--- config.mk ---
export PLATFORM = sky130hd
export DESIGN_NAME = spi_rx_top
export DESIGN_NICKNAME = d
export VERILOG_FILES = /design/src/design/spi_rx_bus_pkg.sv /design/src/design/spi_rx_data_pkg.sv /design/src/design/spi_rx_deser.sv /design/src/design/spi_rx_fifo.sv /design/src/design/spi_rx_regs.sv /design/src/design/spi_rx_top.sv
export SDC_FILE = /design/constraint.sdc
export NUM_CORES = 1
export LEC_CHECK = 0
export ABC_AREA = 1
export BUFFER_PORTS_ARGS = -buffer_cell sky130_fd_sc_hd__buf_4
export CAP_MARGIN = 20
export CORE_MARGIN = 2
export CORE_UTILIZATION = 35
export DETAILED_ROUTE_END_ITERATION = 7
export GPL_TIMING_DRIVEN = 0
export HOLD_SLACK_MARGIN = 0.06
export PLACE_DENSITY = 0.49
export SETUP_SLACK_MARGIN = 0.4
export SKIP_LAST_GASP = 1
export SLEW_MARGIN = 30
export SYNTH_ARGS = -nofsm -noshare
export SYNTH_HDL_FRONTEND = slang
export SYNTH_HIERARCHICAL = 1
export SYNTH_SLANG_ARGS = --single-unit
--- constraint.sdc ---
create_clock -name SCLK -period 3.85 [get_ports SCLK]
set_input_delay 0.1925 -clock SCLK [delete_from_list [all_inputs] [get_ports SCLK]]
set_output_delay 0.1925 -clock SCLK [all_outputs]
set_load 0.02 [all_outputs]
--- src/design/spi_rx_bus_pkg.sv ---
//########################################
// Register bus definitions for the receiver
// Address and data types of the byte bus
// Register map and version constant
//########################################

package spi_rx_bus_pkg;

    localparam int BUS_AW = 4;
    localparam int BUS_DW = 8;

    typedef logic [BUS_AW-1:0] bus_addr_t;
    typedef logic [BUS_DW-1:0] bus_data_t;

    // Write is a soft reset, read returns the version
    localparam bus_addr_t ADDR_RESET = 4'd0;

    // Bit 0 is the receiver enable
    localparam bus_addr_t ADDR_CONF = 4'd2;

    // Saturating count of dropped words
    localparam bus_addr_t ADDR_LOST = 4'd3;

    localparam bus_data_t VERSION = 8'd1;

endpackage

--- src/design/spi_rx_data_pkg.sv ---
//########################################
// Data path definitions for the receiver
// Record layout, field widths, source id
// FIFO depth and lost-word counter type
//########################################

package spi_rx_data_pkg;

    localparam int ID_BITS    = 4;
    localparam int FRAME_BITS = 12;
    localparam int WORD_BITS  = 16;

    // Pending-bit counter must reach WORD_BITS
    localparam int BIT_CNT_BITS = $clog2(WORD_BITS) + 1;

    localparam logic [ID_BITS-1:0] SOURCE_ID = 4'b0001;

    localparam int FIFO_DEPTH = 16;
    localparam int FIFO_AW    = $clog2(FIFO_DEPTH);

    // One output record, top bit first
    typedef struct packed {
        logic [ID_BITS-1:0]    source_id;
        logic [FRAME_BITS-1:0] frame;
        logic [WORD_BITS-1:0]  data;
    } spi_rx_record_t;

    typedef logic [7:0] lost_cnt_t;

endpackage

--- src/design/spi_rx_deser.sv ---
//########################################
// Serial deserializer
// Frame edge detection and bit shifting
// Word cutting, frame numbering
// Record writes and lost-word counting
//########################################

`timescale 1ns/1ps

module spi_rx_deser
    import spi_rx_data_pkg::*;
(
    input  logic           SCLK,
    input  logic           clear,
    input  logic           conf_en,
    input  logic           sdi,
    input  logic           sen,
    input  logic           fifo_full,
    output spi_rx_record_t rec,
    output logic           rec_write,
    output lost_cnt_t      lost_cnt
);

    logic                    sen_dly;
    logic                    frame_end;
    logic                    word_done;
    logic                    word_ready;
    logic                    word_take;
    logic [BIT_CNT_BITS-1:0] bit_cnt;
    logic [WORD_BITS-1:0]    shift_reg;
    logic [WORD_BITS-1:0]    word_data;
    logic [FRAME_BITS-1:0]   frame_cnt;

    // Frame ends when SEN is sampled low after being high
    assign frame_end = sen_dly && !sen;

    // The bit sampled now completes a word
    assign word_done = sen && (bit_cnt == BIT_CNT_BITS'(WORD_BITS - 1));

    // Full word, or a partial tail with bits pending
    assign word_ready = word_done || (frame_end && (bit_cnt != '0));
    assign word_take  = word_ready && conf_en;

    // Tail bits already sit right-aligned in the shift register
    assign word_data = word_done ? {shift_reg[WORD_BITS-2:0], sdi} : shift_reg;

    always_ff @(posedge SCLK) begin
        if (clear) begin
            sen_dly   <= 1'b0;
            bit_cnt   <= '0;
            shift_reg <= '0;
        end else begin
            sen_dly <= sen;
            if (word_done || frame_end) begin
                bit_cnt   <= '0;
                shift_reg <= '0;
            end else if (sen) begin
                bit_cnt   <= bit_cnt + 1'b1;
                shift_reg <= {shift_reg[WORD_BITS-2:0], sdi};
            end
        end
    end

    // Frame number holds while disabled, wraps at 12 bits
    always_ff @(posedge SCLK) begin
        if (clear) begin
            frame_cnt <= '0;
        end else if (frame_end && conf_en) begin
            frame_cnt <= frame_cnt + 1'b1;
        end
    end

    always_ff @(posedge SCLK) begin
        if (clear) begin
            rec_write <= 1'b0;
            lost_cnt  <= '0;
        end else begin
            rec_write <= word_take && !fifo_full;
            if (word_take && fifo_full && (lost_cnt != '1)) begin
                lost_cnt <= lost_cnt + 1'b1;
            end
        end
    end

    // Record carries the number of the frame it belongs to
    always_ff @(posedge SCLK) begin
        if (word_ready) begin
            rec.source_id <= SOURCE_ID;
            rec.frame     <= frame_cnt;
            rec.data      <= word_data;
        end
    end

    a_no_write_when_full: assert property (
        @(posedge SCLK) disable iff (clear) !(rec_write && fifo_full)
    ) else $error("record write issued while the FIFO is full");

    a_bit_cnt_range: assert property (
        @(posedge SCLK) disable iff (clear) bit_cnt <= BIT_CNT_BITS'(WORD_BITS)
    ) else $error("pending bit count out of range");

endmodule

--- src/design/spi_rx_fifo.sv ---
//########################################
// Show-ahead single-clock record FIFO
// Circular buffer with occupancy count
// Full and empty flags
//########################################

`timescale 1ns/1ps

module spi_rx_fifo
    import spi_rx_data_pkg::*;
(
    input  logic           SCLK,
    input  logic           clear,
    input  logic           write,
    input  spi_rx_record_t wdata,
    input  logic           read,
    output spi_rx_record_t rdata,
    output logic           full,
    output logic           empty
);

    spi_rx_record_t       mem [FIFO_DEPTH];
    logic [FIFO_AW-1:0]   wr_ptr;
    logic [FIFO_AW-1:0]   rd_ptr;
    logic [FIFO_AW:0]     count;
    logic                 do_write;
    logic                 do_read;

    assign full  = (count == (FIFO_AW + 1)'(FIFO_DEPTH));
    assign empty = (count == '0);

    // Stored records are never overwritten, empty reads are ignored
    assign do_write = write && !full;
    assign do_read  = read && !empty;

    // Head record is visible without a read
    assign rdata = mem[rd_ptr];

    always_ff @(posedge SCLK) begin
        if (do_write) begin
            mem[wr_ptr] <= wdata;
        end
    end

    always_ff @(posedge SCLK) begin
        if (clear) begin
            wr_ptr <= '0;
            rd_ptr <= '0;
            count  <= '0;
        end else begin
            if (do_write) begin
                wr_ptr <= wr_ptr + 1'b1;
            end
            if (do_read) begin
                rd_ptr <= rd_ptr + 1'b1;
            end
            // Simultaneous push and pop leave the count unchanged
            if (do_write && !do_read) begin
                count <= count + 1'b1;
            end else if (do_read && !do_write) begin
                count <= count - 1'b1;
            end
        end
    end

    a_write_when_full: assert property (
        @(posedge SCLK) disable iff (clear) !(write && full)
    ) else $error("write to a full FIFO");

    a_read_when_empty: assert property (
        @(posedge SCLK) disable iff (clear) !(read && empty)
    ) else $error("read from an empty FIFO");

endmodule

--- src/design/spi_rx_regs.sv ---
//########################################
// Control register bank
// Enable bit, soft reset decode
// Registered read-back of the register map
//########################################

`timescale 1ns/1ps

module spi_rx_regs
    import spi_rx_bus_pkg::*;
    import spi_rx_data_pkg::*;
(
    input  logic      SCLK,
    input  logic      RST,
    input  bus_addr_t bus_add,
    input  bus_data_t bus_data_in,
    input  logic      bus_wr,
    output bus_data_t bus_data_out,
    input  lost_cnt_t lost_cnt,
    output logic      conf_en,
    output logic      clear
);

    logic soft_rst;

    // Soft reset acts on the same edge as the bus write
    assign soft_rst = bus_wr && (bus_add == ADDR_RESET);
    assign clear    = RST || soft_rst;

    always_ff @(posedge SCLK) begin
        if (clear) begin
            conf_en <= 1'b0;
        end else if (bus_wr && (bus_add == ADDR_CONF)) begin
            conf_en <= bus_data_in[0];
        end
    end

    // Read data is valid one cycle after the address
    always_ff @(posedge SCLK) begin
        if (RST) begin
            bus_data_out <= '0;
        end else begin
            case (bus_add)
                ADDR_RESET: begin
                    bus_data_out <= VERSION;
                end
                ADDR_CONF: begin
                    bus_data_out <= bus_data_t'(conf_en);
                end
                ADDR_LOST: begin
                    bus_data_out <= bus_data_t'(lost_cnt);
                end
                default: begin
                    bus_data_out <= '0;
                end
            endcase
        end
    end

    // A soft reset write reaches the deserializer and zeroes the lost count
    a_soft_rst_clears: assert property (
        @(posedge SCLK) (bus_wr && (bus_add == ADDR_RESET)) |=> (lost_cnt == '0)
    ) else $error("soft reset write did not clear the lost count");

endmodule

--- src/design/spi_rx_top.sv ---
//########################################
// Serial receiver top level
// Register bank, deserializer and FIFO
//########################################

`timescale 1ns/1ps

module spi_rx_top
    import spi_rx_bus_pkg::*;
    import spi_rx_data_pkg::*;
(
    input  logic           SCLK,
    input  logic           RST,
    input  logic           sdi,
    input  logic           sen,
    input  logic           fifo_read,
    output logic           fifo_empty,
    output spi_rx_record_t fifo_data,
    input  bus_addr_t      bus_add,
    input  bus_data_t      bus_data_in,
    input  logic           bus_wr,
    output bus_data_t      bus_data_out
);

    logic           conf_en;
    logic           clear;
    lost_cnt_t      lost_cnt;
    spi_rx_record_t rec;
    logic           rec_write;
    logic           fifo_full;

    spi_rx_regs spi_rx_regs_inst (
        .SCLK         (SCLK),
        .RST          (RST),
        .bus_add      (bus_add),
        .bus_data_in  (bus_data_in),
        .bus_wr       (bus_wr),
        .bus_data_out (bus_data_out),
        .lost_cnt     (lost_cnt),
        .conf_en      (conf_en),
        .clear        (clear)
    );

    spi_rx_deser spi_rx_deser_inst (
        .SCLK      (SCLK),
        .clear     (clear),
        .conf_en   (conf_en),
        .sdi       (sdi),
        .sen       (sen),
        .fifo_full (fifo_full),
        .rec       (rec),
        .rec_write (rec_write),
        .lost_cnt  (lost_cnt)
    );

    spi_rx_fifo spi_rx_fifo_inst (
        .SCLK  (SCLK),
        .clear (clear),
        .write (rec_write),
        .wdata (rec),
        .read  (fifo_read),
        .rdata (fifo_data),
        .full  (fifo_full),
        .empty (fifo_empty)
    );

endmodule

# Yosys cells after proc, flatten, opt, wreduce, memory -nomap -nowiden
# Memory sizes are Yosys's and may differ from the RTL's. A register that Yosys moved wholly into a read port is not among the register bits.
# Cells that the tools add are included.
[totals]
in_bits = 18
elab_cells = 61
mem_bits_rw = 448
regBits = 93
n_memories = 1
output_inout_bits = 41
[classes]
n_mux = 8
n_addsub = 7
n_eq_ne = 5
reduce_logical = 27
[mem_list]
columns = ["memory", "words", "word_bits", "rd", "rd_ports_with_merged_regs", "write_ports", "line_no", "text"]
rows = [
  ["spi_rx_fifo_inst.mem", 16, 28, 1, 1, 1, "spi_rx_fifo.sv:22", "spi_rx_record_t mem [FIFO_DEPTH];"],
]
[ops]
columns = ["op", "n"]
rows = [
  ["8-bit one-hot mux with 3 select lines", 1],
  ["16-bit 2-to-1 mux", 1],
  ["1-bit logical AND", 14],
  ["12-bit by 1-bit adder with 12-bit output (second input constant)", 1],
  ["5-bit by 1-bit adder with 5-bit output (second input constant)", 2],
  ["5-bit 2-to-1 mux", 2],
  ["4-bit by 1-bit adder with 4-bit output (second input constant)", 2],
  ["8-bit by 1-bit adder with 8-bit output (second input constant)", 1],
  ["4-bit by 2-bit equality test with 1-bit output (second input constant)", 2],
  ["4-bit 2-to-1 mux", 2],
  ["8-bit != test (second input constant)", 1],
  ["5-bit by 4-bit equality test with 1-bit output (second input constant)", 1],
  ["5-bit equality test (second input constant)", 1],
  ["1-bit logical NOT", 5],
  ["5-bit logical NOT", 1],
  ["5-bit nonzero test", 1],
  ["5-bit by 1-bit subtractor with 5-bit output (second input constant)", 1],
  ["4-bit logical NOT", 1],
  ["1-bit logical OR", 3],
  ["1-bit 2-to-1 mux", 2],
  ["2-bit nonzero test", 1],
  ["2-bit OR reduction", 1],
]

# Longest topological paths before layout
# Gate-level depths: netlist (run 1).
[depth]
depth_word = 7
mapped_depth = 13
depth_no_buf = 13

# Modules after synthesis
# The synthesis (run 1) kept the hierarchy.
[by_module_without_submodules]
columns = ["mod", "seq_area_each_um2", "cells_each", "area_each_um2", "n_inst"]
rows = [
  ["spi_rx_fifo", 15715.1, 2202, 22935.7, 1],
  ["spi_rx_deser", 1701.6, 329, 3042.9, 1],
  ["spi_rx_regs", 180.2, 38, 322.8, 1],
]

# Worst setup path before layout (run 1)
# Ideal clock, no wire load.
[synth_timing]
path_type = "reg2reg"
start = "register spi_rx_fifo_inst.count[0]"
end = "memory spi_rx_fifo_inst/mem[0][0] in the netlist's numbering, enable pin"
required_time_ns = 3.429
period_less_slack_ns = 2.733
setup_ns = 0.421
path_slack_ns = 1.117
path_buffers = 0
path_stages_with_launch = 7
arrival_time_ns = 2.312
cell_sequence = "dfxtp_1 nor2_1 nand3_1 nand2_1 inv_1 nand2_1 nor2_1"
[synth_via]
elab_chain_cells = 5
[synth_lines]
columns = ["element", "line_no", "text"]
rows = [
  ["start: declaration", "spi_rx_fifo.sv:25", "logic [FIFO_AW:0] count;"],
  ["start signal: assignment", "spi_rx_fifo.sv:59", "count <= count + 1'b1;"],
  ["start signal: assignment", "spi_rx_fifo.sv:61", "count <= count - 1'b1;"],
  ["5-bit equality test", "spi_rx_fifo.sv:29", "assign full = (count == (FIFO_AW + 1)'(FIFO_DEPTH));"],
  ["1-bit logical NOT", "spi_rx_fifo.sv:33", "assign do_write = write && !full;"],
  ["1-bit logical AND", "spi_rx_fifo.sv:33", ""],
  ["via spi_rx_fifo_inst.do_write", "spi_rx_fifo.sv:26", "logic do_write;"],
  ["1-bit 2-to-1 mux", "spi_rx_fifo.sv:40", "if (do_write) begin"],
  ["1-bit 2-to-1 mux (implied by the code)", "spi_rx_fifo.sv:41", "mem[wr_ptr] <= wdata;"],
  ["end: declaration", "spi_rx_fifo.sv:22", ""],
]
# The timed path passes the listed nets, and every way through them passes these cells.

==> flow_metrics.env, run 1 <==
export IMPL_antenna_found_initial=1
export IMPL_synth_seq_area_share_pct=66.90
export IMPL_finalHoldViolations=0
export IMPL_pre_cts_ws_ns=1.271
export IMPL_drt_pass1_iter_count=6
export IMPL_tritoncts="yes"
export IMPL_ys_ff_latch=609
export IMPL_drtAntennaViolNets=0
export IMPL_place_inst=3622
export IMPL_tns_ns=0
export IMPL_dpl_cell_area_um2=28900
export IMPL_gp_congestion=0.7850
export IMPL_synth_flop_cell="edfxtp_1"
export IMPL_multiInputGateArea_um2=6385
export IMPL_fin_skew_ns=0.02254
export IMPL_largest_reg_flops=512
export IMPL_grt_pass1_wl_mm=114.5
export IMPL_layout_drive_gt1_share_pct=11.77
export IMPL_yosysTopAreaCellShare_pct=61.65
export IMPL_wl_mm=78.23
export IMPL_max_slew_margin_pct=26.76
export IMPL_start_util_pct=35.33
export IMPL_routed_top_layer="met4"
export IMPL_syn_area_um2=26300
export IMPL_wl_met1_mm=35.15
export IMPL_critical_path_required_ns=3.66
export IMPL_area_delta_synth_final_pct=18.67
export IMPL_power_density_nw_per_um2=547.6
export IMPL_diodes=0
export IMPL_clk_pin_slew_worst_paths_ns=0.06
export IMPL_post_synth_cell_area_avg_um2=10.24
export IMPL_endpoint_kind="primary output"
export IMPL_fp_dieH_um=278.1
export IMPL_synth_edff_count=540
export IMPL_outcome="finished clean"
export IMPL_asyncSetResetFlopFracSynth_pct=0
export IMPL_vias=18120
export IMPL_fmax_mhz=321.8
export IMPL_wl_met2_mm=36.45
export IMPL_final_seq_area_um2=17600
export IMPL_route_met3_wl_mm=4.628
export IMPL_setup_violations_final=0
export IMPL_rsz0062_at_grt="no"
export IMPL_final_instance_count_excl_fill=3755
export IMPL_synth_area_leaders="edfxtp_1, nand2_1, nand3_1, inv_1, dfxtp_1"
export IMPL_cp_max_fo=10
export IMPL_cts_buffers=70
export IMPL_clockRootBuffer="clkbuf_16"
export IMPL_grt_use_total_pct=20.31
export IMPL_worstPathArrival_ns=2.92
export IMPL_fin_crit_sh_pct=80.73
export IMPL_viasPerCell=4.824
export IMPL_total_power_mw=17.09
export IMPL_drc=0
export IMPL_utilization_pct=41.93
export IMPL_core_area_um2=74450
export IMPL_hpwlAfterDp_mm=51.39
export IMPL_row_count=100
export IMPL_die_area_um2=77360
export IMPL_hold_slack_ns=0.2602
export IMPL_drv_slew=0
export IMPL_worstSetupPathType="reg -> out"
export IMPL_die_w_um=278.1
export IMPL_fin_nets=2771
export IMPL_postCtsSetupBuffers=0
export IMPL_synthTopCellsByCount="nand2_1, edfxtp_1, inv_1"
export IMPL_fin_crit_ns=3.108
export IMPL_design_area_um2=31210
export IMPL_p_leak_nw=12.93
export IMPL_drv_cap=0
export IMPL_clock_path_buffers=3
export IMPL_peakVddDrop_mv=0.2904
export IMPL_yosys_warnings=6
export IMPL_synth_cell_types=37
export IMPL_startpoint_type="flop"
export IMPL_worst_slew_pin_slew_ns=1.099
export IMPL_clk_latency_ns=0.62
export IMPL_cts_sinks=609
export IMPL_synth_cells=2569
export IMPL_grt_remaining_overflow=0
export IMPL_fillerInstances=6964
export IMPL_grt_max_degree=33
export IMPL_min_path_type="in -> reg"
export IMPL_port_buffer_count=50
export IMPL_fin_ws_ns=0.7420
export IMPL_yosys_area_top_type="edfxtp_1"
export IMPL_grt_pass1_vias=17460
export IMPL_dr_first_iter_drc_count=1604
export IMPL_io_pins=59
export IMPL_yosysMostFrequentCell="nand2_1"
export IMPL_cts_max_level=3
export IMPL_wl_per_cell_um=20.83
## layer usage
metal / track usage [%] / vias to the layer above
li1: - / 8650
met2: 32.79 / 529
met4: 5.793 / 0
met3: 3.467 / 119
met1: 28.15 / 8817
met5: 0 / -
## layout make-up
class                      instances  area share (%)
tap                              969           3.884
clock inverter                    31          0.8458
multi-input combinational       1404           20.46
sequential                       609           56.38
inverter                         440           5.307
clock buffer                      89           6.145
buffer                           118           2.541
timing repair buffer              95           4.442
## report_power, final
part | switching [mW] | total, mW | internal [mW]
Combinational | 2.38 | 3.44 | 1.06
Sequential | 0.0577 | 7.22 | 7.16
Clock | 2.66 | 6.43 | 3.78
## layout by cell type, fill, tap and decap left out, types with 27 or more instances in the layout
| cell | Yosys | routed |
|---|---|---|
| clkbuf_16 | 0 | 74 |
| buf_16 | 0 | 32 |
| nand2_1 | 783 | 783 |
| a21oi_1 | 37 | 37 |
| nand3_1 | 403 | 403 |
| buf_6 | 27 | 27 |
| inv_1 | 433 | 433 |
| buf_2 | 46 | 46 |
| dfxtp_1 | 69 | 69 |
| edfxtp_1 | 540 | 540 |
| clkbuf_1 | 16 | 28 |
| buf_4 | 16 | 66 |
| nor2_1 | 86 | 70 |
## worst max-delay path: stages, from the launching register on
cell and delay, ns:
dfxtp_1 0.38, buf_2 0.41, buf_1 0.80, nand3_1 0.22, nand3_1 0.15, nand2_1 0.14, buf_4 0.19
## what timing repair did
item | 4_1_cts | 5_1_grt
hold endpoints to repair | 29 | 0
hold buffers | 13 | 0
gates resized for setup | 0 | 0
## logic make-up (layout without fill, tap and decap cells)
family	count (synthesis)	in the layout	synth area share [%]
buf+inv	558	773	9.305
fa+ha+maj	15	15	0.7421
other cells	2	4	0.02855
compound gates	57	57	1.108
xor+xnor	6	6	0.1998
flops	609	609	66.90
mux	16	16	0.6850
simple gates	1306	1306	21.03
## final timing paths
path	start	to	slack [ns]	depth (start not counted)
worst max-delay path	flop	fifo_data[11]	0.74	6
worst min-delay path	bus_wr	spi_rx_deser_inst/frame_cnt[8]	0.26	4
worst max register to register	spi_rx_deser_inst/bit_cnt[1]	spi_rx_deser_inst/lost_cnt[5]	1.26	9
worst min register to register	spi_rx_deser_inst/frame_cnt[11]	spi_rx_deser_inst/rec[27]	0.44	0
(Power assumes the default switching activity.)
==> inputs of run 2 (changes only) <==
==> constraint.sdc (replaced) <==
create_clock -name SCLK -period 2.9 [get_ports SCLK]
set_input_delay 0.145 -clock SCLK [delete_from_list [all_inputs] [get_ports SCLK]]
set_output_delay 0.145 -clock SCLK [all_outputs]
set_load 0.02 [all_outputs]
==> flow_metrics.env, run 2 (synthesis gave the netlist of run 1 again) <==
export IMPL_drv_slew=0
export IMPL_port_buffer_count=50
export IMPL_critPathBufInv=3
export IMPL_min_path_type="in -> reg"
export IMPL_fin_nets=2772
export IMPL_finalHoldViolations=0
export IMPL_dr_first_iter_drc_count=1549
export IMPL_layout_drive_gt1_share_pct=12.88
export IMPL_clockRootBuffer="clkbuf_16"
export IMPL_place_inst=3622
export IMPL_grt_remaining_overflow=0
export IMPL_setup_violations_final=0
export IMPL_rsz0062_at_grt="yes"
export IMPL_io_pins=59
export IMPL_cpPeakStageDelay_ns=0.39
export IMPL_tritoncts="yes"
export IMPL_cp_cell_sequence="buf_4 > buf_2 > nand3_1 > nand3_1 > nand2_1 > buf_4"
export IMPL_clk_latency_ns=0.62
export IMPL_diodes=0
export IMPL_fin_crit_sh_pct=84.54
export IMPL_fin_ws_ns=0.4484
export IMPL_r2r_end="spi_rx_fifo_inst/count[4]"
export IMPL_gp_congestion=0.7850
export IMPL_endpoint_kind="primary output"
export IMPL_crit_reg2reg_launch="spi_rx_fifo_inst/count[0]"
export IMPL_cts_sinks=609
export IMPL_final_instance_count_excl_fill=3756
export IMPL_fin_crit_ns=2.452
export IMPL_rrSetupSlack_ns=0.51
export IMPL_fmax_mhz=407.9
export IMPL_grt_max_degree=33
export IMPL_worst_slew_pin_slew_ns=0.8343
export IMPL_reg2reg_depth=12
export IMPL_largest_reg_flops=512
export IMPL_dpl_cell_area_um2=28900
export IMPL_core_area_um2=74450
export IMPL_outcome="finished clean"
export IMPL_row_count=100
export IMPL_peakVddDrop_mv=0.3847
export IMPL_worstPathArrival_ns=2.31
export IMPL_grt_pass1_wl_mm=114.5
export IMPL_clk_pin_slew_worst_paths_ns=0.06
export IMPL_startpoint_type="flop"
export IMPL_start_util_pct=35.33
export IMPL_hold_slack_ns=0.2213
export IMPL_area_delta_synth_final_pct=19.39
export IMPL_layout_commonest_cell="nand2_1"
export IMPL_grt_pass1_vias=17450
export IMPL_drv_cap=0
export IMPL_worstSetupPathType="reg -> out"
export IMPL_power_density_nw_per_um2=726.5
export IMPL_vias=18170
export IMPL_crit_path_end="fifo_data[14]"
export IMPL_cts_max_level=3
export IMPL_wl_per_cell_um=20.80
export IMPL_drc=0
export IMPL_hpwlAfterDp_mm=51.39
export IMPL_die_area_um2=77360
export IMPL_fin_skew_ns=0.02175
export IMPL_tns_ns=0
export IMPL_final_cell_mix="nand2_1, edfxtp_1, inv_1, nand3_1, buf_4"
export IMPL_critical_path_required_ns=2.76
export IMPL_wl_mm=78.12
export IMPL_clock_path_buffers=3
export IMPL_drt_pass1_iter_count=5
export IMPL_critPathSlowestCell="dfxtp_1"
export IMPL_drtAntennaViolNets=0
export IMPL_p_leak_nw=13.03
export IMPL_cts_buffers=70
export IMPL_crit_family="buffers and inverters"
export IMPL_cp_max_fo=10
export IMPL_utilization_pct=42.18
export IMPL_viasPerCell=4.837
export IMPL_pre_cts_ws_ns=0.3213
export IMPL_antenna_found_initial=0
export IMPL_design_area_um2=31400
export IMPL_total_power_mw=22.81
export IMPL_max_slew_margin_pct=44.38
export IMPL_fp_dieH_um=278.1
export IMPL_die_w_um=278.1
export IMPL_cp_depth=6
export IMPL_grt_use_total_pct=20.31
[run 2: changes by cell type in the layout (fill, tap and decap cells not counted), sizes merged]
| cell | before | now |
|---|---|---|
| dlygate4sd3 | 13 | 12 |
| buf | 184 | 174 |
| clkinv | 24 | 23 |
| clkinvlp | 2 | 4 |
| clkbuf | 105 | 117 |
| inv | 441 | 440 |
[run 2: repair_timing]
action	in CTS	in global routing
resized for setup	59	41
setup buffers	2	0
hold buffers	12	0
pin swaps	0	0
endpoints found under the setup margin	37	119
endpoints found under the hold margin	45	0
[run 2: area by class of cell]
type	count	area [µm²]
buffer	118	954.7
clock buffer	89	1918
clock inverter	31	264.0
fill	6953	43050
inverter	440	1664
multi-input combinational	1404	6400
sequential	609	17600
tap	969	1212
timing repair buffer	96	1391
[run 2: how the worst min path moves through the flow]
stage	cells past startpoint	to	from
after CTS	5	spi_rx_deser_inst/frame_cnt[9]	bus_add[2]
final	4	spi_rx_deser_inst/frame_cnt[8]	bus_wr
after global placement	2	spi_rx_regs_inst/bus_data_out[0]	RST
after floorplan	1	spi_rx_regs_inst/bus_data_out[0]	RST
after detailed placement	2	spi_rx_regs_inst/bus_data_out[0]	RST
after global routing	4	spi_rx_deser_inst/frame_cnt[9]	bus_wr
[run 2: routing by layer]
layer | vias up | global-route usage, % | wire (µm)
met4 | 0 | 5.821 | 1975
met2 | 497 | 32.77 | 36410
met3 | 113 | 3.526 | 4490
met5 | - | 0 | 0
met1 | 8906 | 28.13 | 35240
li1 | 8651 | - | -
[run 2: report_power, final]
part,switching [mW],internal (mW),total (mW)
logic,3.18,1.51,4.69
registers,0.0774,9.51,9.58
clock network,3.52,5.02,8.54
total,6.78,16.0,22.8
[run 2: tightest hold or removal path, stage by stage]
cell and delay, ns:
buf_4 0.09, nand4_1 0.10, nand2_2 0.37, a21oi_1 0.07
==> inputs of run 3 (changes only) <==
==> constraint.sdc (replaced) <==
create_clock -name SCLK -period 2.4 [get_ports SCLK]
set_input_delay 0.12 -clock SCLK [delete_from_list [all_inputs] [get_ports SCLK]]
set_output_delay 0.12 -clock SCLK [all_outputs]
set_load 0.02 [all_outputs]
==> flow_metrics.env, run 3 (synthesis gave the netlist of run 1 again) <==
export IMPL_layout_commonest_cell="nand2_1"
export IMPL_route_met3_wl_mm=4.551
export IMPL_vias=18380
export IMPL_largest_reg_flops=512
export IMPL_p_leak_nw=13.76
export IMPL_die_area_um2=77360
export IMPL_dr_first_iter_drc_count=1604
export IMPL_power_density_nw_per_um2=868.5
export IMPL_critPathSlowestCell="dfxtp_1"
export IMPL_fmax_mhz=437.8
export IMPL_io_pins=59
export IMPL_clockRootBuffer="clkbuf_16"
export IMPL_die_w_um=278.1
export IMPL_grt_max_degree=33
export IMPL_wl_mm=81.14
export IMPL_tritoncts="yes"
export IMPL_worstSetupPathType="reg -> out"
export IMPL_routed_top_layer="met4"
export IMPL_drv_slew=0
export IMPL_row_count=100
export IMPL_clk_latency_ns=0.61
export IMPL_wl_met1_mm=35.91
export IMPL_cts_sinks=609
export IMPL_start_util_pct=35.33
export IMPL_max_slew_margin_pct=50.73
export IMPL_worst_slew_pin_slew_ns=0.7390
export IMPL_wl_per_cell_um=21.32
export IMPL_design_area_um2=33050
export IMPL_viasPerCell=4.830
export IMPL_fin_ws_ns=0.1158
export IMPL_layout_drive_gt1_share_pct=17.66
export IMPL_grt_pass1_vias=17210
export IMPL_pre_cts_ws_ns=-0.2631
export IMPL_cts_max_level=3
export IMPL_drtAntennaViolNets=0
export IMPL_hold_slack_ns=0.1410
export IMPL_total_power_mw=28.70
export IMPL_fin_crit_sh_pct=95.18
export IMPL_antenna_found_initial=0
export IMPL_drt_pass1_iter_count=5
export IMPL_endpoint_kind="primary output"
export IMPL_port_buffer_count=50
export IMPL_cpPeakStageDelay_ns=0.43
export IMPL_fin_skew_ns=0.03359
export IMPL_fin_crit_ns=2.284
export IMPL_clk_pin_slew_worst_paths_ns=0.06
export IMPL_drv_cap=0
export IMPL_rsz0062_at_grt="yes"
export IMPL_critical_path_required_ns=2.28
export IMPL_utilization_pct=44.40
export IMPL_final_cell_mix="nand2_1, edfxtp_1, inv_1, nand3_1, clkbuf_16"
export IMPL_path_common_cell="buf_4"
export IMPL_fillerInstances=6833
export IMPL_worstPathArrival_ns=2.16
export IMPL_grt_use_total_pct=20.45
export IMPL_wl_met2_mm=38.73
export IMPL_startpoint_type="flop"
export IMPL_fp_dieH_um=278.1
export IMPL_area_delta_synth_final_pct=25.66
export IMPL_fin_nets=2817
export IMPL_cts_buffers=69
export IMPL_gp_congestion=0.8093
export IMPL_setup_violations_final=0
export IMPL_hpwlAfterDp_mm=51.77
export IMPL_clock_path_buffers=3
export IMPL_finalHoldViolations=0
export IMPL_dpl_cell_area_um2=28880
export IMPL_grt_remaining_overflow=0
export IMPL_cp_cell_sequence="buf_4 > buf_4 > nand2_1 > nand3_2 > nand3_1 > nand2_2 > buf_6"
export IMPL_min_path_type="in -> reg"
export IMPL_core_area_um2=74450
export IMPL_grt_pass1_wl_mm=115.2
export IMPL_peakVddDrop_mv=0.5301
export IMPL_outcome="finished clean"
export IMPL_diodes=0
export IMPL_cp_max_fo=10
export IMPL_drc=0
[run 3: path summary, 6_finish.rpt]
kind,start,endpoint,slack (ns),cells after the start
worst max register to register,spi_rx_fifo_inst/count[1],spi_rx_fifo_inst/count[4],0.40,12
worst max-delay path,flop,fifo_data[14],0.12,7
worst min-delay path,bus_wr,spi_rx_fifo_inst/wr_ptr[2],0.14,4
worst min register to register,spi_rx_deser_inst/frame_cnt[11],spi_rx_deser_inst/rec[27],0.43,0
[run 3: cell type report]
| type | count | area (µm²) | share of cell area (%) |
|---|---|---|---|
| Inverter | 440 | 1673 | 5.062 |
| Tap cell | 969 | 1212 | 3.668 |
| Clock inverter | 33 | 259.0 | 0.7836 |
| Multi-Input combinational cell | 1405 | 6863 | 20.76 |
| Sequential cell | 609 | 17610 | 53.28 |
| Timing Repair Buffer | 141 | 2012 | 6.087 |
| Clock buffer | 91 | 1872 | 5.663 |
| Buffer | 118 | 1551 | 4.694 |
[run 3: through the flow]
| step | TNS, ns | std cells |
|---|---|---|
| finish | 0 | 3806 |
| global route | 0 | 3806 |
| CTS | 0 | 3764 |
| detailed placement | -3.573 | 3623 |
| global placement | -578.40 | 3590 |
| floorplan | 0 | 2571 |
[run 3: repair_timing]
action,in CTS,in global routing
pin swaps,9,52
gates resized for setup,194,173
gates cloned,2,10
endpoints found under the hold margin,43,0
hold buffers,11,0
setup endpoints to repair,554,574
buffers inserted,4,32
[run 3: layer usage]
layer,global-route usage [%],up-vias
met5,0,-
met4,6.182,0
met3,3.005,121
met2,33.67,527
met1,27.97,8985
li1,-,8751
[run 3: critical path: cells and delay by family (launching register included)]
kind / cells / cell delay [ns]
AND/OR/NAND/NOR: 4 / 0.42
buffers and inverters: 3 / 0.70
flip-flops: 1 / 0.43
[run 3: power by group]
part | switching [mW] | internal, mW
clock network | 4.24 | 5.82
logic | 4.27 | 2.78
registers | 0.104 | 11.5
total | 8.61 | 20.1
